<file path="src/source/dma_params.svh">
`ifndef DMA_PARAMS_SVH
`define DMA_PARAMS_SVH

// memory window on the bus, byte address of the first word
`define DMA_MEMORY_BASE 32'h40000000
`define DMA_MEMORY_WORDS 256

// must agree with the width of buffer_address_t
`define DMA_BUFFER_DEPTH 512

// busy cycles before the target completes
`define DMA_TARGET_WAIT_STATES 2

`endif

</file>
<file path="src/source/bus_arbiter.sv">
`timescale 1ns/1ns

module bus_arbiter (
    input  logic clock,
    input  logic reset,
    input  logic dma_request,
    input  logic foreign_request,
    output logic dma_granted,
    output logic foreign_granted
);

    logic dma_served_last;
    logic dma_hold;
    logic foreign_hold;
    logic pick_dma;
    logic pick_foreign;

    assign dma_hold = dma_granted && dma_request;
    assign foreign_hold = foreign_granted && foreign_request;

    // bus is free once neither owner keeps its request up
    always_comb begin
        pick_dma = 1'b0;
        pick_foreign = 1'b0;
        if (!dma_hold && !foreign_hold) begin
            if (dma_request && foreign_request) begin
                pick_dma = !dma_served_last;
                pick_foreign = dma_served_last;
            end else begin
                pick_dma = dma_request;
                pick_foreign = foreign_request;
            end
        end
    end

    always_ff @(posedge clock or posedge reset) begin
        if (reset) begin
            dma_granted <= 1'b0;
            foreign_granted <= 1'b0;
            dma_served_last <= 1'b0;
        end else begin
            dma_granted <= dma_hold || pick_dma;
            foreign_granted <= foreign_hold || pick_foreign;
            if (pick_dma) begin
                dma_served_last <= 1'b1;
            end else if (pick_foreign) begin
                dma_served_last <= 1'b0;
            end
        end
    end

endmodule

</file>
<file path="config.mk">
export PLATFORM = sky130hd
export DESIGN_NAME = bus_arbiter
export DESIGN_NICKNAME = d
export VERILOG_FILES = /design/src/source/dma_params.svh /design/src/source/bus_arbiter.sv
export SDC_FILE = /design/constraint.sdc
export NUM_CORES = 1
export LEC_CHECK = 0
export ABC_CLOCK_PERIOD_IN_PS = 1700
export BUFFER_PORTS_ARGS = -buffer_cell sky130_fd_sc_hd__buf_2
export CAP_MARGIN = 20
export CORE_AREA = 2 2 39 41
export CTS_CLUSTER_DIAMETER = 30
export DETAILED_ROUTE_END_ITERATION = 10
export DIE_AREA = 0 0 41 43
export PLACE_DENSITY = 0.3
export SLEW_MARGIN = 25
export SYNTH_ARGS = -nofsm -noshare
export SYNTH_HDL_FRONTEND = slang
export SYNTH_SLANG_ARGS = --single-unit
export TNS_END_PERCENT = 5
</file>
<file path="constraint.sdc">
create_clock -name clock -period 1.7 [get_ports clock]
set_clock_uncertainty 0.1 [all_clocks]
set_input_delay 0.34 -clock clock [delete_from_list [all_inputs] [get_ports clock]]
set_output_delay 0.34 -clock clock [all_outputs]
set_load 0.05 [all_outputs]
</file>
After elaboration in Yosys (flattened, before gate mapping)
Cells that the tools add are included.
- bits in registers: 3
- input bits: 4
- logic and storage cells: 19
- muxes and demuxes: 6
- reductions and logical operators: 10
- operator list (kind ; number):
    1-bit 2-to-1 mux ; 6
    1-bit logical AND ; 4
    1-bit zero test ; 3
    1-bit logical OR ; 2
    2-bit nonzero test ; 1

Depth between registers and ports, before layout
- word-level depth: 6
- depth in mapped cells: 3
- gate-level depth less buffers: 3

Worst setup path after synthesis
OpenSTA, ideal clock, no wires.
- path kind: reg2reg
- start: reg dma_granted
- end: reg foreign_granted
- library setup time: 0.121 ns
- arrival time: 1.014 ns
- required time: 1.479 ns
- path slack: 0.465 ns
- cell stages (with the launch flop): 4
- buffers on the path: 0
- clock period less this slack: 1.235 ns
- cell sequence: dfrtp_1 inv_1 a211oi_2 nor2_1
- cells in the longest elaborated chain, start to end: 5
- RTL lines (element ; RTL line ; RTL):
    from (decl) ; bus_arbiter.sv:8 ; output logic dma_granted,
    from (signal assigned) ; bus_arbiter.sv:42 ; dma_granted <= dma_hold || pick_dma;
    1-bit logical AND ; bus_arbiter.sv:18 ; assign dma_hold = dma_granted && dma_request;
    1-bit zero test ; bus_arbiter.sv:25 ; if (!dma_hold && !foreign_hold) begin
    1-bit logical AND ; bus_arbiter.sv:25 ;
    1-bit 2-to-1 mux ; bus_arbiter.sv:25 ;
    1-bit logical OR ; bus_arbiter.sv:43 ; foreign_granted <= foreign_hold || pick_foreign;
    to (signal assigned) ; bus_arbiter.sv:43 ;
    to (decl) ; bus_arbiter.sv:9 ; output logic foreign_granted
No other way between the ends.
A chain may end at the register's enable or synchronous reset.

Worst setup path after layout
- start: reg foreign_granted
- end: out foreign_granted
No word-level cell between the ends.

==> flow_summary.json <==
{
  "status": "finished clean",
  "max-vdd-ir-drop_v": 0.0003303,
  "antenna_cells": 0,
  "die_h_um": 43,
  "max_freq_mhz": 736.9,
  "cp_cell_sequence": "buf_2",
  "highest_layer": "met3",
  "hp-class": "in -> reg",
  "cp_max_fo": 4,
  "p_per_area_nw_per_um2": 1189,
  "final_util": 0.1591,
  "rsz0062_at_grt": "false",
  "layout.cells.most_common": "buf_2",
  "core_area_um2": 1384,
  "syn_to_final_growth_pct": 58.56,
  "num_rows": 14,
  "critPathBufInv": 1,
  "wl_um": 318,
  "cp-end-kind": "output pin",
  "gp_congestion": 0.5354,
  "drt_iter0_markers": 3,
  "vias": 134,
  "dr_wl_met2_um": 113,
  "cts.sinks": 3,
  "die-area_um2": 1763,
  "drv_cap": 0,
  "max_slew_margin": 0.8351,
  "holdWs_ns": 0.2776,
  "finalHoldViolCount": 0,
  "critPathKind": "reg -> out",
  "cpPeakStageDelay_ns": 0.39,
  "ff_latch_area_um2": 75.07,
  "setup-tns-final_ns": 0,
  "drive_gt1_frac": 0.4000,
  "clkTransAtPathRegs_ns": 0.04,
  "slew_viol_final": 0,
  "synth_cells": 15,
  "period_share": 0.7983,
  "numCtsBuffers": 3,
  "cts_root_buffer": "clkbuf_4",
  "grt_max_degree": 5,
  "crit_slowest_cell": "dfrtp_1",
  "yosysWarningCount": 0,
  "ant_nets": 0,
  "cp-start-kind": "register",
  "num-fill-cells": 158,
  "final_cell_mix": "buf_2, inv_1, nor2_1, clkbuf_4, dfrtp_1",
  "reg2reg_from": "dma_granted$_DFF_PP0_",
  "grtUsageTotal": 0.04819,
  "grt_pass1_wl_um": 510,
  "p_leak_nw": 0.1078,
  "insertion_delay_ns": 0.23,
  "grt_pass1_vias": 135,
  "ys_seq_area_frac": 0.5405,
  "htreeDepth": 1,
  "ff2ff_path_depth": 2,
  "total_power_w": 0.0002618,
  "io_buffers": 5,
  "drt-met1-wl_um": 155,
  "wl_per_cell_um": 7.756,
  "cp_data_required_time_ns": 1.26,
  "syn_area_um2": 138.9,
  "endpoint": "foreign_granted",
  "fin_nets": 30,
  "avgSynthCellArea_um2": 9.259,
  "route.detailed.drc": 0,
  "antenna_found_initial": 0,
  "timing.rr.end": "dma_served_last$_DFFE_PP0P_",
  "cts_tree": "done",
  "dp.final_hpwl_um": 234.1,
  "tightest_slew_ns": 0.2490,
  "initial_core_util": 0.1004,
  "die_x_um": 41,
  "overflow": 0,
  "critPathLaunch": "foreign_granted$_DFF_PP0_",
  "cts_resized": 0,
  "wl_met3_um": 49,
  "cts_buffer_depth": 2,
  "vias_per_cell": 3.268,
  "drtPass1Iterations": 2,
  "boundaryPins": 6,
  "path_depth": 1,
  "synth_nets": 19,
  "cp.arrival_ns": 0.92,
  "synth_seq_cells": 3,
  "ys_types": 7,
  "r2r_slack_ns": 0.77,
  "setup_viol": 0,
  "final.min_clock_period_ns": 1.357,
  "multi_input_area_um2": 48.80,
  "path_delay_family": "flip-flops"
}
-- through the flow --
stage	cells	setup slack (ns)	cell area (µm²)
finish	41	0.3429	220.2
CTS	41	0.3406	220.2
floorplan	15	0.4645	138.9
global placement	36	0.6132	183.9
detailed placement	36	0.6012	183.9
global route	41	0.2966	220.2
-- synth_stat cells --
cell type  n  area, µm²
nor3_2     1      10.01
dfrtp_1    3      75.07
o21ai_0    2      10.01
a211oi_2   1      12.51
o21ai_1    1      5.000
inv_1      4      15.01
nor2_1     3      11.26
-- worst min-delay path by stage --
| stage | start | slack [ns] | endpoint | cells after the start |
|---|---|---|---|---|
| final | foreign_request | 0.28 | foreign_granted$_DFF_PP0_ | 3 |
| after global routing | dma_request | 0.29 | dma_granted$_DFF_PP0_ | 3 |
| after CTS | dma_request | 0.27 | dma_granted$_DFF_PP0_ | 3 |
| after detailed placement | reset | 0.11 | dma_served_last$_DFFE_PP0P_ | 2 |
| after global placement | reset | 0.11 | dma_granted$_DFF_PP0_ | 2 |
| after floorplan | reset | -0.006 | dma_granted$_DFF_PP0_ | 1 |
-- registers in the layout, indices dropped and copies added (netlist names) --
| signal | flops |
|---|---|
| dma_granted | 1 |
| dma_served_last | 1 |
| foreign_granted | 1 |
-- report_power, final --
group	internal [W]	total, W	switching [W]	leakage [nW]
sequential	0.0000805	0.0000903	0.00000978	0.0354
clock	0.0000881	0.000127	0.0000385	0.0150
combinational	0.0000151	0.0000449	0.0000298	0.0574
total	0.000184	0.000262	0.0000782	0.108
-- per-layer routing --
| layer | vias up | GRT usage |
|---|---|---|
| met5 | - | 0 |
| met4 | 0 | 0.02000 |
| met3 | 0 | 0.06283 |
| met2 | 8 | 0.05625 |
| met1 | 60 | 0.04823 |
| li1 | 66 | - |
-- cells by family (layout without fill, tap and decap cells) --
family,after synthesis,count (layout),synth area share
DFF,3,3,0.5405
AOI/OAI and AO/OA,4,4,0.1982
and+or+nand+nor,4,4,0.1532
buffers and inverters,4,14,0.1081
-- area by class of cell --
class	count	share of cell area
Clock buffer	4	0.1193
Inverter	4	0.06818
Multi-Input combinational cell	8	0.2216
Sequential cell	3	0.3409
Tap cell	16	0.09091
Timing Repair Buffer	6	0.1591
-- repair_timing --
item / 4_1_cts / 5_1_grt
setup buffers: 0 / 0
hold buffers: 1 / 0
hold endpoints to repair: 3 / 0
No activity file was read; power rests on OpenSTA's default activity.
