<file path="src/source/dma_params.svh">
`ifndef DMA_PARAMS_SVH
`define DMA_PARAMS_SVH

// memory window on the bus, byte address of the first word
`define DMA_MEMORY_BASE 32'h40000000
`define DMA_MEMORY_WORDS 256

// must agree with the width of buffer_address_t
`define DMA_BUFFER_DEPTH 512

// busy cycles before the target completes
`define DMA_TARGET_WAIT_STATES 2

`endif

</file>
<file path="src/source/dma_bus_pkg.sv">
package dma_bus_pkg;

    // one word on the multiplexed address/data lines
    typedef logic [31:0] bus_word_t;

    typedef logic [3:0] byte_enable_t; // one bit per byte lane

    // byte address as seen by a target
    typedef logic [31:0] bus_address_t;

    // driven by the bus master
    typedef struct packed {
        bus_word_t    address_data;
        byte_enable_t byte_enable;
        logic         read_n_write;      // 1 = read
        logic         begin_transaction;
        logic         end_transaction;
        logic         data_valid;
    } bus_master_t;

    // driven by the bus target
    typedef struct packed {
        bus_word_t address_data;
        logic      end_transaction;
        logic      data_valid;
        logic      busy;
        logic      error;
    } bus_target_t;

endpackage

</file>
<file path="src/source/dma_core_pkg.sv">
package dma_core_pkg;

    typedef logic [8:0] buffer_address_t; // word index into the transfer buffer

    // command from the ip core
    typedef struct packed {
        logic                     read_n_write; // 1 = bus to buffer
        dma_bus_pkg::bus_word_t   bus_address;
        dma_bus_pkg::byte_enable_t byte_enable;
        buffer_address_t          buffer_address;
    } dma_command_t;

    typedef enum logic [3:0] {
        idle,
        fetch_buffer,
        write_request,
        write_address,
        write_data,
        read_request,
        read_address,
        read_data,
        fill_buffer,
        finish
    } dma_state_t;

endpackage

</file>
<file path="src/source/dma_engine.sv">
`timescale 1ns/1ns

module dma_engine (
    input  logic                          clock,
    input  logic                          reset,
    input  logic                          command_valid,
    input  dma_core_pkg::dma_command_t    command,
    output logic                          command_ready,
    output logic                          transfer_done,
    output logic                          transfer_error,
    output dma_core_pkg::buffer_address_t buffer_address,
    output logic                          buffer_write,
    output dma_bus_pkg::bus_word_t        buffer_write_data,
    input  dma_bus_pkg::bus_word_t        buffer_read_data,
    output logic                          dma_request,
    input  logic                          dma_granted,
    output dma_bus_pkg::bus_master_t      bus_out,
    input  dma_bus_pkg::bus_target_t      bus_in
);
    import dma_bus_pkg::*;
    import dma_core_pkg::*;

    dma_state_t   state;
    dma_state_t   next_state;
    dma_command_t command_reg;
    bus_word_t    data_reg;   // word in flight between buffer and bus
    logic         bus_phase;

    // the target can only answer with an error after a begin strobe
    assign bus_phase = (state == write_address) || (state == write_data) ||
                       (state == read_address) || (state == read_data);

    always_ff @(posedge clock or posedge reset) begin
        if (reset) begin
            state <= idle;
        end else begin
            state <= next_state;
        end
    end

    always_comb begin
        next_state = state;
        case (state)
            idle: begin
                if (command_valid) begin
                    next_state = command.read_n_write ? read_request : fetch_buffer;
                end
            end
            fetch_buffer:  next_state = write_request;
            write_request: if (dma_granted) next_state = write_address;
            write_address: next_state = write_data;
            write_data:    if (!bus_in.busy) next_state = finish; // target done waiting
            read_request:  if (dma_granted) next_state = read_address;
            read_address:  next_state = read_data;
            read_data:     if (bus_in.end_transaction) next_state = fill_buffer;
            fill_buffer:   next_state = finish;
            finish:        next_state = idle;
            default:       next_state = idle;
        endcase
        if (bus_phase && bus_in.error) begin
            next_state = idle;
        end
    end

    // command and payload words
    always_ff @(posedge clock) begin
        if (state == idle && command_valid) begin
            command_reg <= command;
        end
        if (state == write_request && dma_granted) begin
            data_reg <= buffer_read_data; // address has been stable since fetch_buffer
        end else if (state == read_data && bus_in.data_valid) begin
            data_reg <= bus_in.address_data;
        end
    end

    assign command_ready = (state == idle);
    assign transfer_done = (state == finish);
    assign transfer_error = bus_phase && bus_in.error;

    assign buffer_address = command_reg.buffer_address;
    assign buffer_write = (state == fill_buffer);
    assign buffer_write_data = data_reg;

    // held until finish so the grant covers the whole transfer
    assign dma_request = (state == write_request) || (state == write_address) ||
                         (state == write_data) || (state == read_request) ||
                         (state == read_address) || (state == read_data) ||
                         (state == fill_buffer);

    always_comb begin
        bus_out = '0;
        case (state)
            write_address, read_address: begin
                bus_out.address_data = command_reg.bus_address;
                bus_out.byte_enable = command_reg.byte_enable;
                bus_out.read_n_write = command_reg.read_n_write;
                bus_out.begin_transaction = 1'b1;
            end
            write_data: begin
                bus_out.address_data = data_reg;
                bus_out.data_valid = 1'b1;
                bus_out.end_transaction = !bus_in.busy && !bus_in.error;
            end
            default: begin
                bus_out = '0;
            end
        endcase
    end

endmodule

</file>
<file path="config.mk">
export PLATFORM = sky130hd
export DESIGN_NAME = dma_engine
export DESIGN_NICKNAME = d
export VERILOG_FILES = /design/src/source/dma_params.svh /design/src/source/dma_bus_pkg.sv /design/src/source/dma_core_pkg.sv /design/src/source/dma_engine.sv
export SDC_FILE = /design/constraint.sdc
export NUM_CORES = 1
export LEC_CHECK = 0
export BUFFER_PORTS_ARGS = -buffer_cell sky130_fd_sc_hd__buf_2
export CAP_MARGIN = 10
export CORE_ASPECT_RATIO = 0.7
export CORE_UTILIZATION = 48
export CTS_CLUSTER_SIZE = 20
export DETAILED_ROUTE_END_ITERATION = 10
export PLACE_DENSITY = 0.82
export SETUP_SLACK_MARGIN = 0.1
export SYNTH_ARGS = -nofsm -noshare
export SYNTH_HDL_FRONTEND = slang
export SYNTH_SLANG_ARGS = --single-unit
</file>
<file path="constraint.sdc">
create_clock -name clock -period 7 [get_ports clock]
set_input_delay 0.7 -clock clock [delete_from_list [all_inputs] [get_ports clock]]
set_output_delay 0.7 -clock clock [all_outputs]
set_load 0.02 [all_outputs]
</file>
Word level (Yosys, flattened, before mapping). Index checks and enable logic that the tools add are counted. W data, S select, Z words.

Equal/unequal tests: 14. Muxes and demuxes: 13. Reductions and logical operators: 20.

Operators by type and width (count): $mux W32 (2); $pmux W32 S2 (1); $pmux W4 S9 (1); $mux W4 (6); $eq A4 B3 Y1 const B (4); $ne A3 B3 Y1 const B (4); $logic_or A1 B1 Y1 (9); $eq A4 B2 Y1 const B (2); $eq A4 B4 Y1 const B (2); $mux W6 (1); $logic_and A1 B1 Y1 (5); $reduce_and A5 Y1 (1); $eq A4 B1 Y1 const B (1); $logic_not A4 Y1 (1); $mux W3 (1); $ne A3 B2 Y1 const B (1); $logic_not A1 Y1 (2); $mux W2 (1); $reduce_bool A2 Y1 (1); $reduce_or A2 Y1 (1).

Output and inout bits: 86. Input bits: 118. Logic and storage cells: 53. Flip-flop bits (word level): 82.

Longest topological paths before layout.
Word-level depth: 7. Depth in mapped cells: 7. Depth with buffers taken out: 4.

Worst setup path after synthesis. No wires, ideal clock.

Path type: register -> register. From: reg state[2]. To: reg command_reg, in the netlist buffer_address[0] (enable). Period minus slack after synthesis: 3.070 ns. Slack: 3.930 ns. Arrival time: 2.662 ns. Data required time: 6.592 ns. Path buffers: 2. Cell stages (with the launch flop): 5. Library setup time: 0.408 ns. Path through: dfrtp_1 -> buf_2 -> buf_1 -> nor4_1 -> and2_1.

Cells in the longest elaborated chain, start to end: 2.

Ends and longest elaborated chain: from (decl) (line dma_engine.sv:23) `dma_state_t state;`; from (signal assigned) (line dma_engine.sv:35) `state <= idle;`; from (signal assigned) (line dma_engine.sv:37) `state <= next_state;`; $logic_not A4 Y1; net command_ready (line dma_engine.sv:8) `output logic command_ready,`; $logic_and A1 B1 Y1 (line dma_engine.sv:67) `if (state == idle && command_valid) begin`; to (signal assigned) (line dma_engine.sv:68) `command_reg <= command;`; to (decl) (line dma_engine.sv:25) `dma_command_t command_reg;`.

The timed path passes the listed nets, and every way through them passes these cells. A chain may end at the register's enable or synchronous reset.

==> run summary <==
Status - complete, no violations
CP Launch Point - state[2]
Antenna diodes - 0
Global route overflow - 0
Worst vdd ir - 179 µV
Arr. time, crit path - 2.55 ns
WP data required - 6.30 ns
Max incr delay on CP - 0.68 ns
CTS H-tree depth - 3
Final instance area - 0.00487 mm²
Multi-input gate area - 0.00109 mm²
Synth async-reset ratio - 4.88%
Critical path launch point type - register
First-pass GRT wire length - 11,500 µm
Worst R2R Path Depth - 4
R2R Path End - buffer_write_data[0]
GRT Util Overall - 19.4%
Core area - 0.00738 mm²
RSZ-0062 raised after global routing - no
Die Wd - 107 µm
Avg Cell Area, Syn - 16.8 µm²
Fraction of layout cells with a size suffix above 1 - 62.0%
CP max-delay cell - dfrtp_1
Total chip power - 1.83 mW
Residual DRC - 0
Cts hold-fix bufs - 0
Fin. max-slew vios - 0
Max_slew headroom - 24.5%
Drt total wl - 8230 µm
Hold WC Path Type - in -> async
CP bufs+invs - 2
CP max FO - 21
1st-iter DRT viols - 154
CP Cell Sequence - nand2b_1 > nor3_4 > buf_4 > nor3b_1 > buf_2
R2R Setup Slk - 4.52 ns
Drt pass-1 iters - 7
Mapped Area - 0.00372 mm²
Dpl cell area - 0.00469 mm²
Setup Buffers After CTS - 0
CTS resizes - 0
Final critical-path required period - 3.25 ns
Clock Path Buffers - 2
Clock Skews - 0.00971 ns
Achievable clock frequency - 0.308 GHz
PortBufs - 203
Mapped Cells - 222
Global placement routability congestion - 0.841
Final hold violations - 0
Die ar. - 0.00811 mm²
#FFs+latches synth - 82
Vias in the first global route - 2,330
Initial antenna violation count - 0
I/O pins - 204
Nets@finish - 530
Final Worst Setup Slack - 3.75 ns
Cell family with most CP delay - simple AND/OR/NAND/NOR gates
Leak Pwr - 2.25 nW
Reg area - 0.00244 mm²
Final worst-path cycle share - 46.4%
Post-Syn Nets - 340
Setup WS pre-CTS - 4.11 ns
CTS tree - built
Final setup violation count - 0
Layout area overhead - 31.0%
Yosys warning count - 0
Commonest non-fill, non-tap cells in the layout - buf_2, edfxtp_1, a22o_1, mux2_4, clkbuf_8
Routed vias/inst - 5.09
Worst-Margin Slew - 1.13 ns
Power Density - 375 mW/mm²
Die height - 75.7 µm
Post-route ant nets - 0
Netlist cell types - 38
Via count - 2,617
Worst Setup Path Type - reg -> out
Post-Route Setup TNS - 0 ns
Clock latency at the later pin of the worst-skew pair - 0.34 ns
Largest net degree at the start of global routing - 47
TritonCTS Buffers - 9
Cell row count - 26
Max-cap violations - 0
Routed wire per std cell - 16.0 µm
Dpl hpwl - 5930 µm
Predominant post-synthesis flop cell - edfxtp_1
Fillcell total - 546
Largest register FFs - 37
Register area share after synthesis - 65.7%
Initial Utilization - 50.4%
EDFF count, synth - 78
Crit. End Element - output pin
Worst-path clk slew - 0.08 ns
Clk sink count - 82
Commonest non-fill, non-tap cell in the layout - buf_2
Root Driver - clkbuf_8
Reg2Reg Launch Point - state[0]
## how the worst max path moves through the flow
| stage | endpoint | slack [ns] | depth (start not counted) |
|---|---|---|---|
| detailed placement | bus_out[1] | 4.11 | 5 |
| finish | bus_out[1] | 3.75 | 5 |
| global placement | bus_out[25] | 4.24 | 4 |
| global route | bus_out[1] | 3.59 | 5 |
| CTS | bus_out[1] | 3.76 | 5 |
| floorplan | buffer_address[0] | 3.93 | 4 |
## layout make-up
class                           instances  area share (%)
Sequential cell                        82            50.1
Clock inverter                          5            1.16
Clock buffer                           10            2.62
Multi-Input combinational cell        113            22.4
Timing Repair Buffer                  204            21.0
Tap cell                               98            2.52
Inverter                                2           0.154
## power by group
part,internal (mW),total (mW),switching (mW)
logic,0.298,0.766,0.469
clock network,0.162,0.318,0.155
registers,0.672,0.745,0.0721
## cells by family (layout without fill, tap and decap cells)
group / Yosys count / in the layout / share of synthesized area, %
AO/OA/AOI/OAI: 44 / 44 / 9.69
XOR/XNOR: 2 / 2 / 0.471
buffers and inverters: 27 / 221 / 5.68
flip-flops: 82 / 82 / 65.7
multiplexers: 34 / 34 / 13.3
AND/OR/NAND/NOR: 33 / 33 / 5.21
## synthesized netlist by cell type (2+ instances only)
cell | n | area share, %
a21oi_1 | 3 | 0.40
a22o_1 | 32 | 7.5
and2_1 | 6 | 1.0
buf_12 | 3 | 1.6
buf_2 | 7 | 0.94
buf_4 | 10 | 2.0
buf_6 | 2 | 0.61
clkbuf_1 | 2 | 0.20
dfrtp_1 | 4 | 2.7
edfxtp_1 | 78 | 63
inv_1 | 2 | 0.20
mux2_2 | 3 | 0.91
mux2_4 | 30 | 12
nand2_1 | 3 | 0.30
nand2b_1 | 3 | 0.50
nand3_1 | 3 | 0.40
nor2_1 | 6 | 0.61
nor4_1 | 2 | 0.34
o21ai_0 | 3 | 0.40
xnor2_1 | 2 | 0.47
## layer usage
| layer | part of all wire (%) | global-route usage, % | routed length, µm |
|---|---|---|---|
| met1 | 42 | 25.0 | 3490 |
| met2 | 49 | 32.0 | 4010 |
| met3 | 8.3 | 6.93 | 684 |
| met4 | 0.62 | 5.02 | 51 |
| met5 | 0 | 0 | 0 |
## through the flow
stage	hold slack (ns)	instances	utilization, %
finish	0.243	514	66.0
global placement	0.604	499	63.5
global route	0.234	514	66.0
detailed placement	0.603	499	63.5
floorplan	0.466	222	-
CTS	0.235	514	66.0
Power figures use the tool's default switching activity.
